==> src/common/frame_ctrl_pkg.sv <==
package frame_ctrl_pkg;

   // Frame phases, one frame at a time
   typedef enum logic [1:0] {
      IDLE    = 2'd0,
      FORWARD = 2'd1,
      TRACE   = 2'd2,
      DRAIN   = 2'd3
   } phase_t;

   // Output credits held by the port
   typedef logic [3:0] credit_t;

endpackage

==> src/common/trellis_pkg.sv <==
package trellis_pkg;

   // Rate 1/2 code, constraint length 4
   localparam int NUM_STATES = 8;
   localparam int STATE_W    = 3;
   localparam int TAIL_LEN   = 3;

   // Taps over {new bit, state[2], state[1], state[0]}
   localparam logic [3:0] GEN0 = 4'o15;
   localparam logic [3:0] GEN1 = 4'o17;

   typedef logic [STATE_W-1:0] state_t;

   // Bit s holds the low bit of the winning predecessor of state s
   typedef logic [NUM_STATES-1:0] decision_t;

   typedef logic [7:0] metric_t;

   // Received pair, bit 1 from GEN0 and bit 0 from GEN1
   typedef logic [1:0] symbol_t;

endpackage

==> src/acs/acs_unit.sv <==
`timescale 1ns/1ps

module acs_unit import trellis_pkg::*, frame_ctrl_pkg::*; (
   input  logic      clk,
   input  logic      rst,
   input  phase_t    phase_i,
   input  logic      sym_valid_i,
   input  symbol_t   sym_i,
   output decision_t decision_o
);

   localparam int MW = $bits(metric_t);

   metric_t               pm_q    [NUM_STATES];
   logic [NUM_STATES-1:0] val_q;
   metric_t               pm_cur  [NUM_STATES];
   logic [NUM_STATES-1:0] val_cur;
   metric_t               pm_new  [NUM_STATES];
   logic [NUM_STATES-1:0] val_new;
   logic [NUM_STATES-1:0] msb;
   logic                  norm;
   logic                  acc;

   // Hamming distance to the encoder output of one transition
   function automatic logic [1:0] branch_metric(input logic b, input state_t s,
                                                input symbol_t y);
      logic [3:0] sr;
      symbol_t    diff;
      sr   = {b, s};
      diff = {^(sr & GEN0), ^(sr & GEN1)} ^ y;
      return {1'b0, diff[1]} + {1'b0, diff[0]};
   endfunction

   assign acc = sym_valid_i && ((phase_i == IDLE) || (phase_i == FORWARD));

   // A frame from IDLE starts in state 0 with zero metrics
   assign val_cur = (phase_i == IDLE) ? NUM_STATES'(1) : val_q;

   for (genvar s = 0; s < NUM_STATES; s++) begin : g_acs
      localparam state_t NS = state_t'(s);
      localparam state_t P0 = {NS[STATE_W-2:0], 1'b0};
      localparam state_t P1 = {NS[STATE_W-2:0], 1'b1};

      metric_t sum0;
      metric_t sum1;
      logic    pick1;

      assign pm_cur[s] = (phase_i == IDLE) ? '0 : pm_q[s];
      assign msb[s]    = pm_cur[s][MW-1];

      assign sum0 = pm_cur[P0] + metric_t'(branch_metric(NS[STATE_W-1], P0, sym_i));
      assign sum1 = pm_cur[P1] + metric_t'(branch_metric(NS[STATE_W-1], P1, sym_i));

      // Lower predecessor wins a tie
      assign pick1 = val_cur[P1] && (!val_cur[P0] || (sum1 < sum0));

      assign decision_o[s] = pick1;
      assign val_new[s]    = val_cur[P0] | val_cur[P1];
      assign pm_new[s]     = pick1 ? sum1 : sum0;
   end

   assign norm = &msb;

   always_ff @(posedge clk or negedge rst) begin
      if (!rst) begin
         for (int i = 0; i < NUM_STATES; i++) begin
            pm_q[i] <= '0;
         end
         val_q <= NUM_STATES'(1);
      end else if (acc) begin
         for (int i = 0; i < NUM_STATES; i++) begin
            pm_q[i] <= norm ? {1'b0, pm_new[i][MW-2:0]} : pm_new[i];
         end
         val_q <= val_new;
      end
   end

endmodule

==> src/traceback/traceback_unit.sv <==
`timescale 1ns/1ps

module traceback_unit import trellis_pkg::*, frame_ctrl_pkg::*; #(
   parameter int FRAME_MAX = 256
) (
   input  logic                         clk,
   input  logic                         rst,
   input  phase_t                       phase_i,
   input  logic [$clog2(FRAME_MAX)-1:0] step_i,
   input  decision_t                    surv_d_i,
   output logic [$clog2(FRAME_MAX)-1:0] surv_addr_o,
   output logic                         bit_wr_o,
   output logic [$clog2(FRAME_MAX)-1:0] bit_addr_o,
   output logic                         bit_o
);

   localparam int AW = $clog2(FRAME_MAX);

   state_t        st_q;
   logic          rd_vld_q;
   logic [AW-1:0] step_d_q;

   // Survivors are written and read at the current step
   assign surv_addr_o = step_i;

   // First TRACE cycle only issues the read
   assign bit_wr_o   = rd_vld_q && (phase_i == TRACE);
   assign bit_addr_o = step_d_q;
   assign bit_o      = st_q[STATE_W-1];

   always_ff @(posedge clk or negedge rst) begin
      if (!rst) begin
         st_q     <= '0;
         rd_vld_q <= 1'b0;
      end else begin
         rd_vld_q <= (phase_i == TRACE);
         if (bit_wr_o) begin
            st_q <= {st_q[STATE_W-2:0], surv_d_i[st_q]};
         end else if (phase_i != TRACE) begin
            st_q <= '0;
         end
      end
   end

   // Step matching the survivor data
   always_ff @(posedge clk) begin
      step_d_q <= step_i;
   end

endmodule

==> src/verilog/frame_ctrl.sv <==
`timescale 1ns/1ps

module frame_ctrl import frame_ctrl_pkg::*; (
   input  logic   clk,
   input  logic   rst,
   input  logic   sym_valid_i,
   input  logic   sym_last_i,
   input  logic   at_zero_i,
   input  logic   at_drain_end_i,
   input  logic   take_i,
   output phase_t phase_o,
   output logic   in_ready_o,
   output logic   cnt_clear_o,
   output logic   cnt_up_o,
   output logic   cnt_down_o,
   output logic   cnt_capture_o
);

   phase_t phase_q;
   logic   lat_q;
   logic   acc;
   logic   drain_done;

   assign phase_o    = phase_q;
   assign in_ready_o = (phase_q == IDLE) || (phase_q == FORWARD);
   assign acc        = sym_valid_i && in_ready_o;
   assign drain_done = (phase_q == DRAIN) && take_i && at_drain_end_i;

   // Counter commands
   assign cnt_capture_o = acc && sym_last_i;
   assign cnt_up_o      = (acc && !sym_last_i) ||
                          ((phase_q == DRAIN) && take_i && !at_drain_end_i);
   assign cnt_down_o    = (phase_q == TRACE) && !at_zero_i;
   assign cnt_clear_o   = ((phase_q == IDLE) && !acc) || drain_done;

   always_ff @(posedge clk or negedge rst) begin
      if (!rst) begin
         phase_q <= IDLE;
         lat_q   <= 1'b0;
      end else begin
         case (phase_q)
            IDLE, FORWARD: begin
               if (acc) begin
                  phase_q <= sym_last_i ? TRACE : FORWARD;
               end
            end
            TRACE: begin
               // Step 0 still needs one read cycle
               if (at_zero_i) begin
                  lat_q <= !lat_q;
                  if (lat_q) begin
                     phase_q <= DRAIN;
                  end
               end
            end
            DRAIN: begin
               if (drain_done) begin
                  phase_q <= IDLE;
               end
            end
            default: phase_q <= IDLE;
         endcase
      end
   end

endmodule

==> src/verilog/frame_ram.sv <==
`timescale 1ns/1ps

module frame_ram #(
   parameter int  DEPTH     = 256,
   parameter type payload_t = logic
) (
   input  logic                     clk,
   input  logic                     wr_i,
   input  logic [$clog2(DEPTH)-1:0] addr_i,
   input  payload_t                 d_i,
   output payload_t                 d_o
);

   payload_t mem [DEPTH];

   // Registered read, old data on a write cycle
   always_ff @(posedge clk) begin
      if (wr_i) begin
         mem[addr_i] <= d_i;
      end
      d_o <= mem[addr_i];
   end

endmodule

==> src/verilog/out_credit_port.sv <==
`timescale 1ns/1ps

module out_credit_port import frame_ctrl_pkg::*; #(
   parameter int OUT_CREDITS = 4,
   parameter int FRAME_MAX   = 256
) (
   input  logic                         clk,
   input  logic                         rst,
   input  phase_t                       phase_i,
   input  logic                         bit_i,
   input  logic                         out_credit_i,
   output logic                         out_valid_o,
   output logic                         out_bit_o,
   output logic                         take_o,
   output logic [$clog2(FRAME_MAX)-1:0] rd_addr_o
);

   localparam int AW = $clog2(FRAME_MAX);

   credit_t       cred_q;
   logic          valid_q;
   logic [AW-1:0] rd_q;

   // Keep one credit back for a delivery already in flight
   assign take_o = (phase_i == DRAIN) && (cred_q > credit_t'(valid_q));

   assign out_valid_o = valid_q;
   assign out_bit_o   = bit_i;
   assign rd_addr_o   = rd_q;

   always_ff @(posedge clk or negedge rst) begin
      if (!rst) begin
         cred_q  <= credit_t'(OUT_CREDITS);
         valid_q <= 1'b0;
         rd_q    <= '0;
      end else begin
         valid_q <= take_o;
         cred_q  <= cred_q - credit_t'(valid_q) + credit_t'(out_credit_i);
         if (phase_i != DRAIN) begin
            rd_q <= '0;
         end else if (take_o) begin
            rd_q <= rd_q + AW'(1);
         end
      end
   end

endmodule

==> src/verilog/step_counter.sv <==
`timescale 1ns/1ps

module step_counter import trellis_pkg::*; #(
   parameter int FRAME_MAX = 256
) (
   input  logic                         clk,
   input  logic                         rst,
   input  logic                         clear_i,
   input  logic                         up_i,
   input  logic                         down_i,
   input  logic                         capture_i,
   output logic [$clog2(FRAME_MAX)-1:0] step_o,
   output logic                         at_zero_o,
   output logic                         at_drain_end_o
);

   localparam int AW = $clog2(FRAME_MAX);

   logic [AW-1:0] step_q;
   // Index of the final tail symbol
   logic [AW-1:0] last_q;

   always_ff @(posedge clk or negedge rst) begin
      if (!rst) begin
         step_q <= '0;
         last_q <= '0;
      end else if (clear_i) begin
         step_q <= '0;
      end else if (capture_i) begin
         last_q <= step_q;
      end else if (down_i) begin
         step_q <= step_q - AW'(1);
      end else if (up_i) begin
         step_q <= step_q + AW'(1);
      end
   end

   assign step_o         = step_q;
   assign at_zero_o      = (step_q == '0);
   assign at_drain_end_o = (step_q == last_q - AW'(TAIL_LEN));

endmodule

==> src/verilog/vit_dec_top.sv <==
`timescale 1ns/1ps

module vit_dec_top import trellis_pkg::*, frame_ctrl_pkg::*; #(
   parameter int FRAME_MAX   = 256,
   parameter int OUT_CREDITS = 4
) (
   input  logic    clk,
   input  logic    rst,
   input  logic    sym_valid_i,
   input  symbol_t sym_i,
   input  logic    sym_last_i,
   output logic    in_ready_o,
   output logic    out_valid_o,
   output logic    out_bit_o,
   input  logic    out_credit_i
);

   localparam int AW = $clog2(FRAME_MAX);

   phase_t          phase;
   logic            cnt_clear;
   logic            cnt_up;
   logic            cnt_down;
   logic            cnt_capture;
   logic [AW-1:0]   step;
   logic            at_zero;
   logic            at_drain_end;
   logic            take;
   decision_t       decision;
   decision_t       surv_d;
   logic [AW-1:0]   surv_addr;
   logic            bit_wr;
   logic [AW-1:0]   bit_addr;
   logic            tb_bit;
   logic [AW-1:0]   rd_addr;
   logic            out_ram_d;

   // Symbol accepted on this edge
   wire sym_acc = sym_valid_i & in_ready_o;

   // Output memory is written in TRACE and read in DRAIN
   wire [AW-1:0] out_addr = bit_wr ? bit_addr : rd_addr;

   frame_ctrl ctrl0 (
      .clk,
      .rst,
      .sym_valid_i,
      .sym_last_i,
      .at_zero_i      (at_zero),
      .at_drain_end_i (at_drain_end),
      .take_i         (take),
      .phase_o        (phase),
      .in_ready_o,
      .cnt_clear_o    (cnt_clear),
      .cnt_up_o       (cnt_up),
      .cnt_down_o     (cnt_down),
      .cnt_capture_o  (cnt_capture)
   );

   step_counter #(.FRAME_MAX(FRAME_MAX)) cnt0 (
      .clk,
      .rst,
      .clear_i        (cnt_clear),
      .up_i           (cnt_up),
      .down_i         (cnt_down),
      .capture_i      (cnt_capture),
      .step_o         (step),
      .at_zero_o      (at_zero),
      .at_drain_end_o (at_drain_end)
   );

   acs_unit acs0 (
      .clk,
      .rst,
      .phase_i    (phase),
      .sym_valid_i,
      .sym_i,
      .decision_o (decision)
   );

   frame_ram #(.DEPTH(FRAME_MAX), .payload_t(decision_t)) surv_ram0 (
      .clk,
      .wr_i   (sym_acc),
      .addr_i (surv_addr),
      .d_i    (decision),
      .d_o    (surv_d)
   );

   traceback_unit #(.FRAME_MAX(FRAME_MAX)) tb0 (
      .clk,
      .rst,
      .phase_i     (phase),
      .step_i      (step),
      .surv_d_i    (surv_d),
      .surv_addr_o (surv_addr),
      .bit_wr_o    (bit_wr),
      .bit_addr_o  (bit_addr),
      .bit_o       (tb_bit)
   );

   frame_ram #(.DEPTH(FRAME_MAX), .payload_t(logic)) out_ram0 (
      .clk,
      .wr_i   (bit_wr),
      .addr_i (out_addr),
      .d_i    (tb_bit),
      .d_o    (out_ram_d)
   );

   out_credit_port #(.OUT_CREDITS(OUT_CREDITS), .FRAME_MAX(FRAME_MAX)) port0 (
      .clk,
      .rst,
      .phase_i   (phase),
      .bit_i     (out_ram_d),
      .out_credit_i,
      .out_valid_o,
      .out_bit_o,
      .take_o    (take),
      .rd_addr_o (rd_addr)
   );

endmodule
==> config.mk <==
export PLATFORM = sky130hd
export DESIGN_NAME = vit_dec_top
export DESIGN_NICKNAME = d
export VERILOG_FILES = /design/src/common/frame_ctrl_pkg.sv /design/src/common/trellis_pkg.sv /design/src/acs/acs_unit.sv /design/src/traceback/traceback_unit.sv /design/src/verilog/frame_ctrl.sv /design/src/verilog/frame_ram.sv /design/src/verilog/out_credit_port.sv /design/src/verilog/step_counter.sv /design/src/verilog/vit_dec_top.sv
export SDC_FILE = /design/constraint.sdc
export NUM_CORES = 2
export LEC_CHECK = 0
export ABC_AREA = 1
export ABC_CLOCK_PERIOD_IN_PS = 7200
export BUFFER_PORTS_ARGS = -buffer_cell sky130_fd_sc_hd__buf_2
export CAP_MARGIN = 0
export CELL_PAD_IN_SITES_DETAIL_PLACEMENT = 1
export CELL_PAD_IN_SITES_GLOBAL_PLACEMENT = 2
export CORE_MARGIN = 3
export CORE_UTILIZATION = 46
export DETAILED_ROUTE_END_ITERATION = 8
export PLACE_DENSITY_LB_ADDON = 0.25
export SLEW_MARGIN = 5
export SYNTH_ARGS = -nofsm -noshare
export SYNTH_HDL_FRONTEND = slang
export SYNTH_SLANG_ARGS = --single-unit
==> constraint.sdc <==
create_clock -name clk -period 7.2 [get_ports clk]
set_clock_uncertainty 0.05 [all_clocks]
set_input_delay 2.16 -clock clk [delete_from_list [all_inputs] [get_ports clk]]
set_output_delay 2.16 -clock clk [all_outputs]
set_load 0.03 [all_outputs]
Word-level counts from Yosys, hierarchy flattened --
Memories as Yosys holds them, arrays and structs flattened. A register that Yosys moved wholly into a read port is not among the register bits. Cells that the tools add are included.
Operators by class: mux-type cells 46, eq/ne operators 11, add/subtract/negate cells 26, reductions and logical operators 49, bitwise operators 9, magnitude comparators 10
Operator list (count):
- $mux 8 | 32
- $add 8x2->8 | 16
- $lt 8x8->1 | 8
- $logic_and 1x1->1 | 18
- $add 8x1->8 const B | 2
- $logic_or 1x1->1 | 11
- $mux 2 | 5
- $ne 2x1->1 const B | 5
- $logic_not 1->1 | 9
- $add 1x1->2 | 4
- $eq 8x8->1 | 1
- $logic_not 8->1 | 1
- $reduce_and 8->1 | 1
- $sub 8x1->8 const B | 1
- $sub 8x2->8 const B | 1
- $mux 3 | 2
- $pmux 2 s3 | 1
- $reduce_and 2->1 | 3
- $mux 1 | 5
- $add 4x1->4 | 1
- $eq 2x2->1 const B | 2
- $gt 4x1->1 | 1
- $lt 3x4->1 const B | 1
- $ne 2x2->1 const B | 2
- other kinds (12) | 18
Word-level totals: register bits 116, memory bits (writable) 2304, logic and storage cells 172, memories kept 2
Memory list:
- surv_ram0.mem | words 256, width 8, read ports 1, clocked after memory_dff 1, wr ports 1, RTL line frame_ram.sv:14 | payload_t mem [DEPTH];
- out_ram0.mem | words 256, width 1, read ports 1, clocked after memory_dff 1, wr ports 1, RTL line frame_ram.sv:14

Depth between registers and ports, before layout --
depth in word-level cells 9, depth in mapped cells 28, depth with buffers taken out 25

Hierarchy --
From an unflattened synthesis, not the netlist that was laid out.
Unflattened totals: cell total of the unflattened synthesis 10965, area, all modules 107343.0 sq um
By module, submodules not included:
- frame_ram at surv_ram0 | area each 84856.4 sq um, cells an instance 8021, instances 1
- frame_ram at out_ram0 | area each 11771.3 sq um, cells an instance 1305, instances 1
- acs_unit | area each 7936.4 sq um, cells an instance 1253, instances 1
- step_counter | area each 1208.7 sq um, cells an instance 176, instances 1
- out_credit_port | area each 767.0 sq um, cells an instance 92, instances 1
- traceback_unit | area each 473.0 sq um, cells an instance 55, instances 1
- frame_ctrl | area each 217.7 sq um, cells an instance 35, instances 1
- vit_dec_top | area each 112.6 sq um, cells an instance 28, instances 1

Worst setup path before layout --
OpenSTA, ideal clock, no wires.
path kind input to register, from in sym_i[0], to mem surv_ram0.mem[0][5] (netlist name) (data pin), path slack -1064 ps, data arrival time 7440 ps, data required time 6376 ps, stages on the path 19, path through inv_1 > ha_1 > inv_1 > ha_1 > inv_1 > o21ai_2 > nand3_1 > nor2_1 > nand2_1 > xor2_1 > ha_1 > nand2_1 > nor2_1 > a211oi_1 > nand2_1 > nand2_2 > nand2_1 > buf_2 > inv_1
Between the ends: word-level cells in the longest chain between the ends 6, elaborated cells between the ends (all ways) 8
RTL lines:
- start, declared | RTL line vit_dec_top.sv:10 | input symbol_t sym_i,
- $not 1->1 (no line)
- $add 1x1->2 | RTL line acs_unit.sv:31 | return {1'b0, diff[1]} + {1'b0, diff[0]};
- $add 8x2->8 | RTL line acs_unit.sv:52 | assign sum1 = pm_cur[P1] + metric_t'(branch_metric(NS[STATE_W-1], P1, sym_i));
- $lt 8x8->1 (*) | RTL line acs_unit.sv:55 | assign pick1 = val_cur[P1] && (!val_cur[P0] || (sum1 < sum0));
- $logic_or 1x1->1 (*) | RTL line acs_unit.sv:55
- $logic_and 1x1->1 (*) | RTL line acs_unit.sv:55
- net acs0.g_acs[5].pick1 | RTL line acs_unit.sv:46 | logic pick1;
- end, declared | RTL line frame_ram.sv:14
Mark *: on every way through the listed nets, which the timed path passes. The rest lies on a longest branch.

Worst setup path after layout --
from in sym_i[0], to mem surv_ram0.mem[213][5] (netlist name) (data pin)
Same word-level chain as after synthesis.

==> flow_summary.ini <==
[timing]
grt_setup_unrepaired = no
slew_violations = 0
worst_pin_slew_ns = 1.22
slew_headroom_pct = 18.5
max_freq_mhz = 166
whs_ns = 0.430
period_minus_slack_ns = 6.02
post-route-period-util_pct = 83.6
hold_viol = 0
finalSetupViolCount = 0
tns_ns = 0

[layout]
seq_area_um2 = 72100
drive_above_1_share_pct = 10.9
final_util_pct = 52.5
multiInputGateArea_um2 = 24100
nNetsFinal = 7875
syn2layout_area_growth_pct = 12.8
n_antenna_cell = 0
fill_cells = 21195

[logic_synthesis]
yosysWarnings = 0
yosys.area_share.simple_pct = 10.7
synth_fp_nets = 7733
avgSynthCellArea_um2 = 13.0
synthTopCellsByCount = 2,304 x edfxtp_1, 1,426 x nand2_1, 1,026 x a22oi_1
synthCells = 7637
synthAdderAreaFrac_pct = 1.14
synthXorXnorAreaFrac_pct = 0.884
synth_compound_area_share_pct = 11.4
synth.most_common_cell = edfxtp_1
ys.flop_type = edfxtp_1
synthMuxAreaShare_pct = 0
ys_ff_latch = 2425
synth_area_leaders = edfxtp_1 70%, a22oi_1 7.8%, nand2_1 5.4%, nor2_1 2.8%, dfrtp_1 2.6%
ys_types = 51
yosysSeqAreaShare_pct = 72.8
yosysTopAreaCell = edfxtp_1
synth_edf_count = 2304
synth.cell_area_um2 = 99100
synth_top_family_by_area = compound AO/OA/AOI/OAI gates
async_reset_ff_share_pct = 4.29
synth_top_area_share_pct = 69.8

[routing]
ant_nets = 0
firstDrtPassIters = 7
via_per_inst = 6.03
routed_wirelength_um = 310000
drt_iter0_drc = 6573
wl_per_cell_um = 28.7
num_vias = 65022
drc = 0

[place]
io_buffers = 9
hpwl_um = 186000
routabilityCongestion = 0.850

[clock_network]
cts_buffer_depth = 4
htreeDepth = 5
hold_buffers = 0
cts_tree = yes
cts-buffers-inserted = 274
clock_latency_ns = 0.90
cts.sinks = 2425
clk_pin_slew_ns = 0.06
cts_resized = 0
cts_root_buf = clkbuf_16
post-cts-setup-buffers = 0

[job]
maxCapViolCount = 0

[power]
p_leak_nw = 38.4
powerDensity_nw_per_um2 = 506
ir_drop_v = 0.000469

[grt]
grt_pass1_vias = 67106
grt_pass1_wl_um = 456000
antenna_found_initial = 5
grt-ovfl-total = 0
grt_use_total_pct = 27.5
grt_start_max_net_pins = 184

[floorplanning]
core_area_um2 = 213000
dieArea_um2 = 221000
num_rows = 169
initial_utilization_pct = 46.5
die_width_um = 470
ios = 10
dieHeight_um = 470

[min_path]
hold_path_class = reg -> reg

[critical_path]
startpoint_type = primary input
critPathArrivalTime_ns = 6.58
worstPathMaxFanout = 56
cp-end-kind = flop
crit_type = in -> reg
crit_required_ns = 7.76

[run_status]
status = completed
## logic make-up after synthesis
family,after synthesis
flip-flops,2425
AO/OA/AOI/OAI,1715
adder cells (fa/ha/maj),89
buffers and inverters,702
XOR/XNOR,100
AND/OR/NAND/NOR,2606
## worst max-delay path, stage by stage
cell and delay, ns:
buf_2 0.12, inv_1 0.06, ha_1 0.49, inv_1 0.44, ha_1 0.26, inv_1 0.07
o21ai_2 0.21, nand3_1 0.15, nor2_1 0.16, nand2_1 0.10, xor2_1 0.17, ha_1 0.32
nand2_1 0.07, nor2_1 0.11, a211oi_1 0.06, nand2_1 0.08, nand2_2 0.08, nand2_1 0.44
clkinvlp_4 0.44, buf_12 0.28, buf_12 0.22
## final timing paths
check	from	slack, ns	cells after the start	end
max	sym_i[0]	1.18	21	surv_ram0.mem[213][5]$_DFFE_PP_
max in group asynchronous	rst	4.59	2	acs0.pm_q[53]$_DFFE_PN0P_
max reg2reg	ctrl0.phase_o[1]$_DFFE_PN0P_	1.96	18	surv_ram0.mem[185][2]$_DFFE_PP_
min reg2reg	ctrl0.lat_q$_DFFE_PN0P_	0.43	1	ctrl0.lat_q$_DFFE_PN0P_
min in group asynchronous	rst	1.34	1	acs0.pm_q[59]$_DFFE_PN0P_
min	ctrl0.lat_q$_DFFE_PN0P_	0.43	1	ctrl0.lat_q$_DFFE_PN0P_
## state kept, by name, summed over array words and instances, names as in the netlist, 2 cells and up
register,count
acs0.pm_q,64
acs0.val_q,4
cnt0.last_q,8
cnt0.step_o,8
ctrl0.phase_o,2
out_ram0.mem,256
port0.cred_q,4
port0.rd_addr_o,8
surv_ram0.d_o,8
surv_ram0.mem,2048
tb0.bit_addr_o,8
tb0.st_q,3
## per-layer routing
layer  global-route usage, %  up-vias  wire length (um)
met5                       0        -                 0
met4                    9.08        0             10600
met3                    3.79      556             20600
li1                        -    28386                 -
met2                    45.6     2519            151000
met1                    37.5    33561            128000
## report_power, final
part / leakage, nW / switching [mW] / internal [mW]
sequential: 21.9 / 0.349 / 20.7
combinational: 12.4 / 16.9 / 5.53
clock: 3.99 / 5.49 / 7.55
total: 38.4 / 22.8 / 33.8
## cell type report
cell class                 instances  share of cell area (%)
tap                             2821                    3.16
timing repair buffer             307                    2.50
clock buffer                     344                    6.55
inverter                         261                   0.925
clock inverter                   119                   0.754
multi-input combinational       4510                    21.6
sequential                      2425                    64.5
## stage by stage
stage | cells | total power, mW | cell area (um^2) | worst slack [ns]
floorplan | 7637 | 34.7 | 99100 | -0.759
global placement | 10324 | 43.0 | 104000 | 0.385
detailed placement | 10324 | 43.7 | 104000 | 0.334
CTS | 10787 | 56.8 | 112000 | 1.28
global route | 10787 | 59.4 | 112000 | 0.820
finish | 10787 | 56.5 | 112000 | 1.18
## cell usage in the layout (no fill, tap or decap), types with 10 or more instances in the layout
cell	synthesis	routed
clkinv_2	0	34
inv_2	13	10
clkinvlp_4	0	10
nor2_1	742	728
dfrtp_1	102	101
nor3_1	70	68
clkbuf_1	196	59
a22oi_1	1026	1026
ha_1	87	87
nand2_1	1426	1425
nand2_2	14	12
clkinv_1	9	70
xnor2_1	27	27
a21oi_1	441	441
o21ai_0	136	136
nand3_2	4	16
clkbuf_16	0	282
o22ai_1	18	18
buf_12	0	41
nand4_1	23	23
buf_4	11	258
xor2_1	73	73
o31ai_1	31	31
inv_1	238	228
nor2_4	4	11
dfxtp_1	17	17
nand3_1	163	151
or2_2	120	120
nor2_2	11	18
bufinv_16	0	11
edfxtp_1	2304	2304
o21ai_1	36	36
Note: power is estimated with default switching activity, not from simulation.
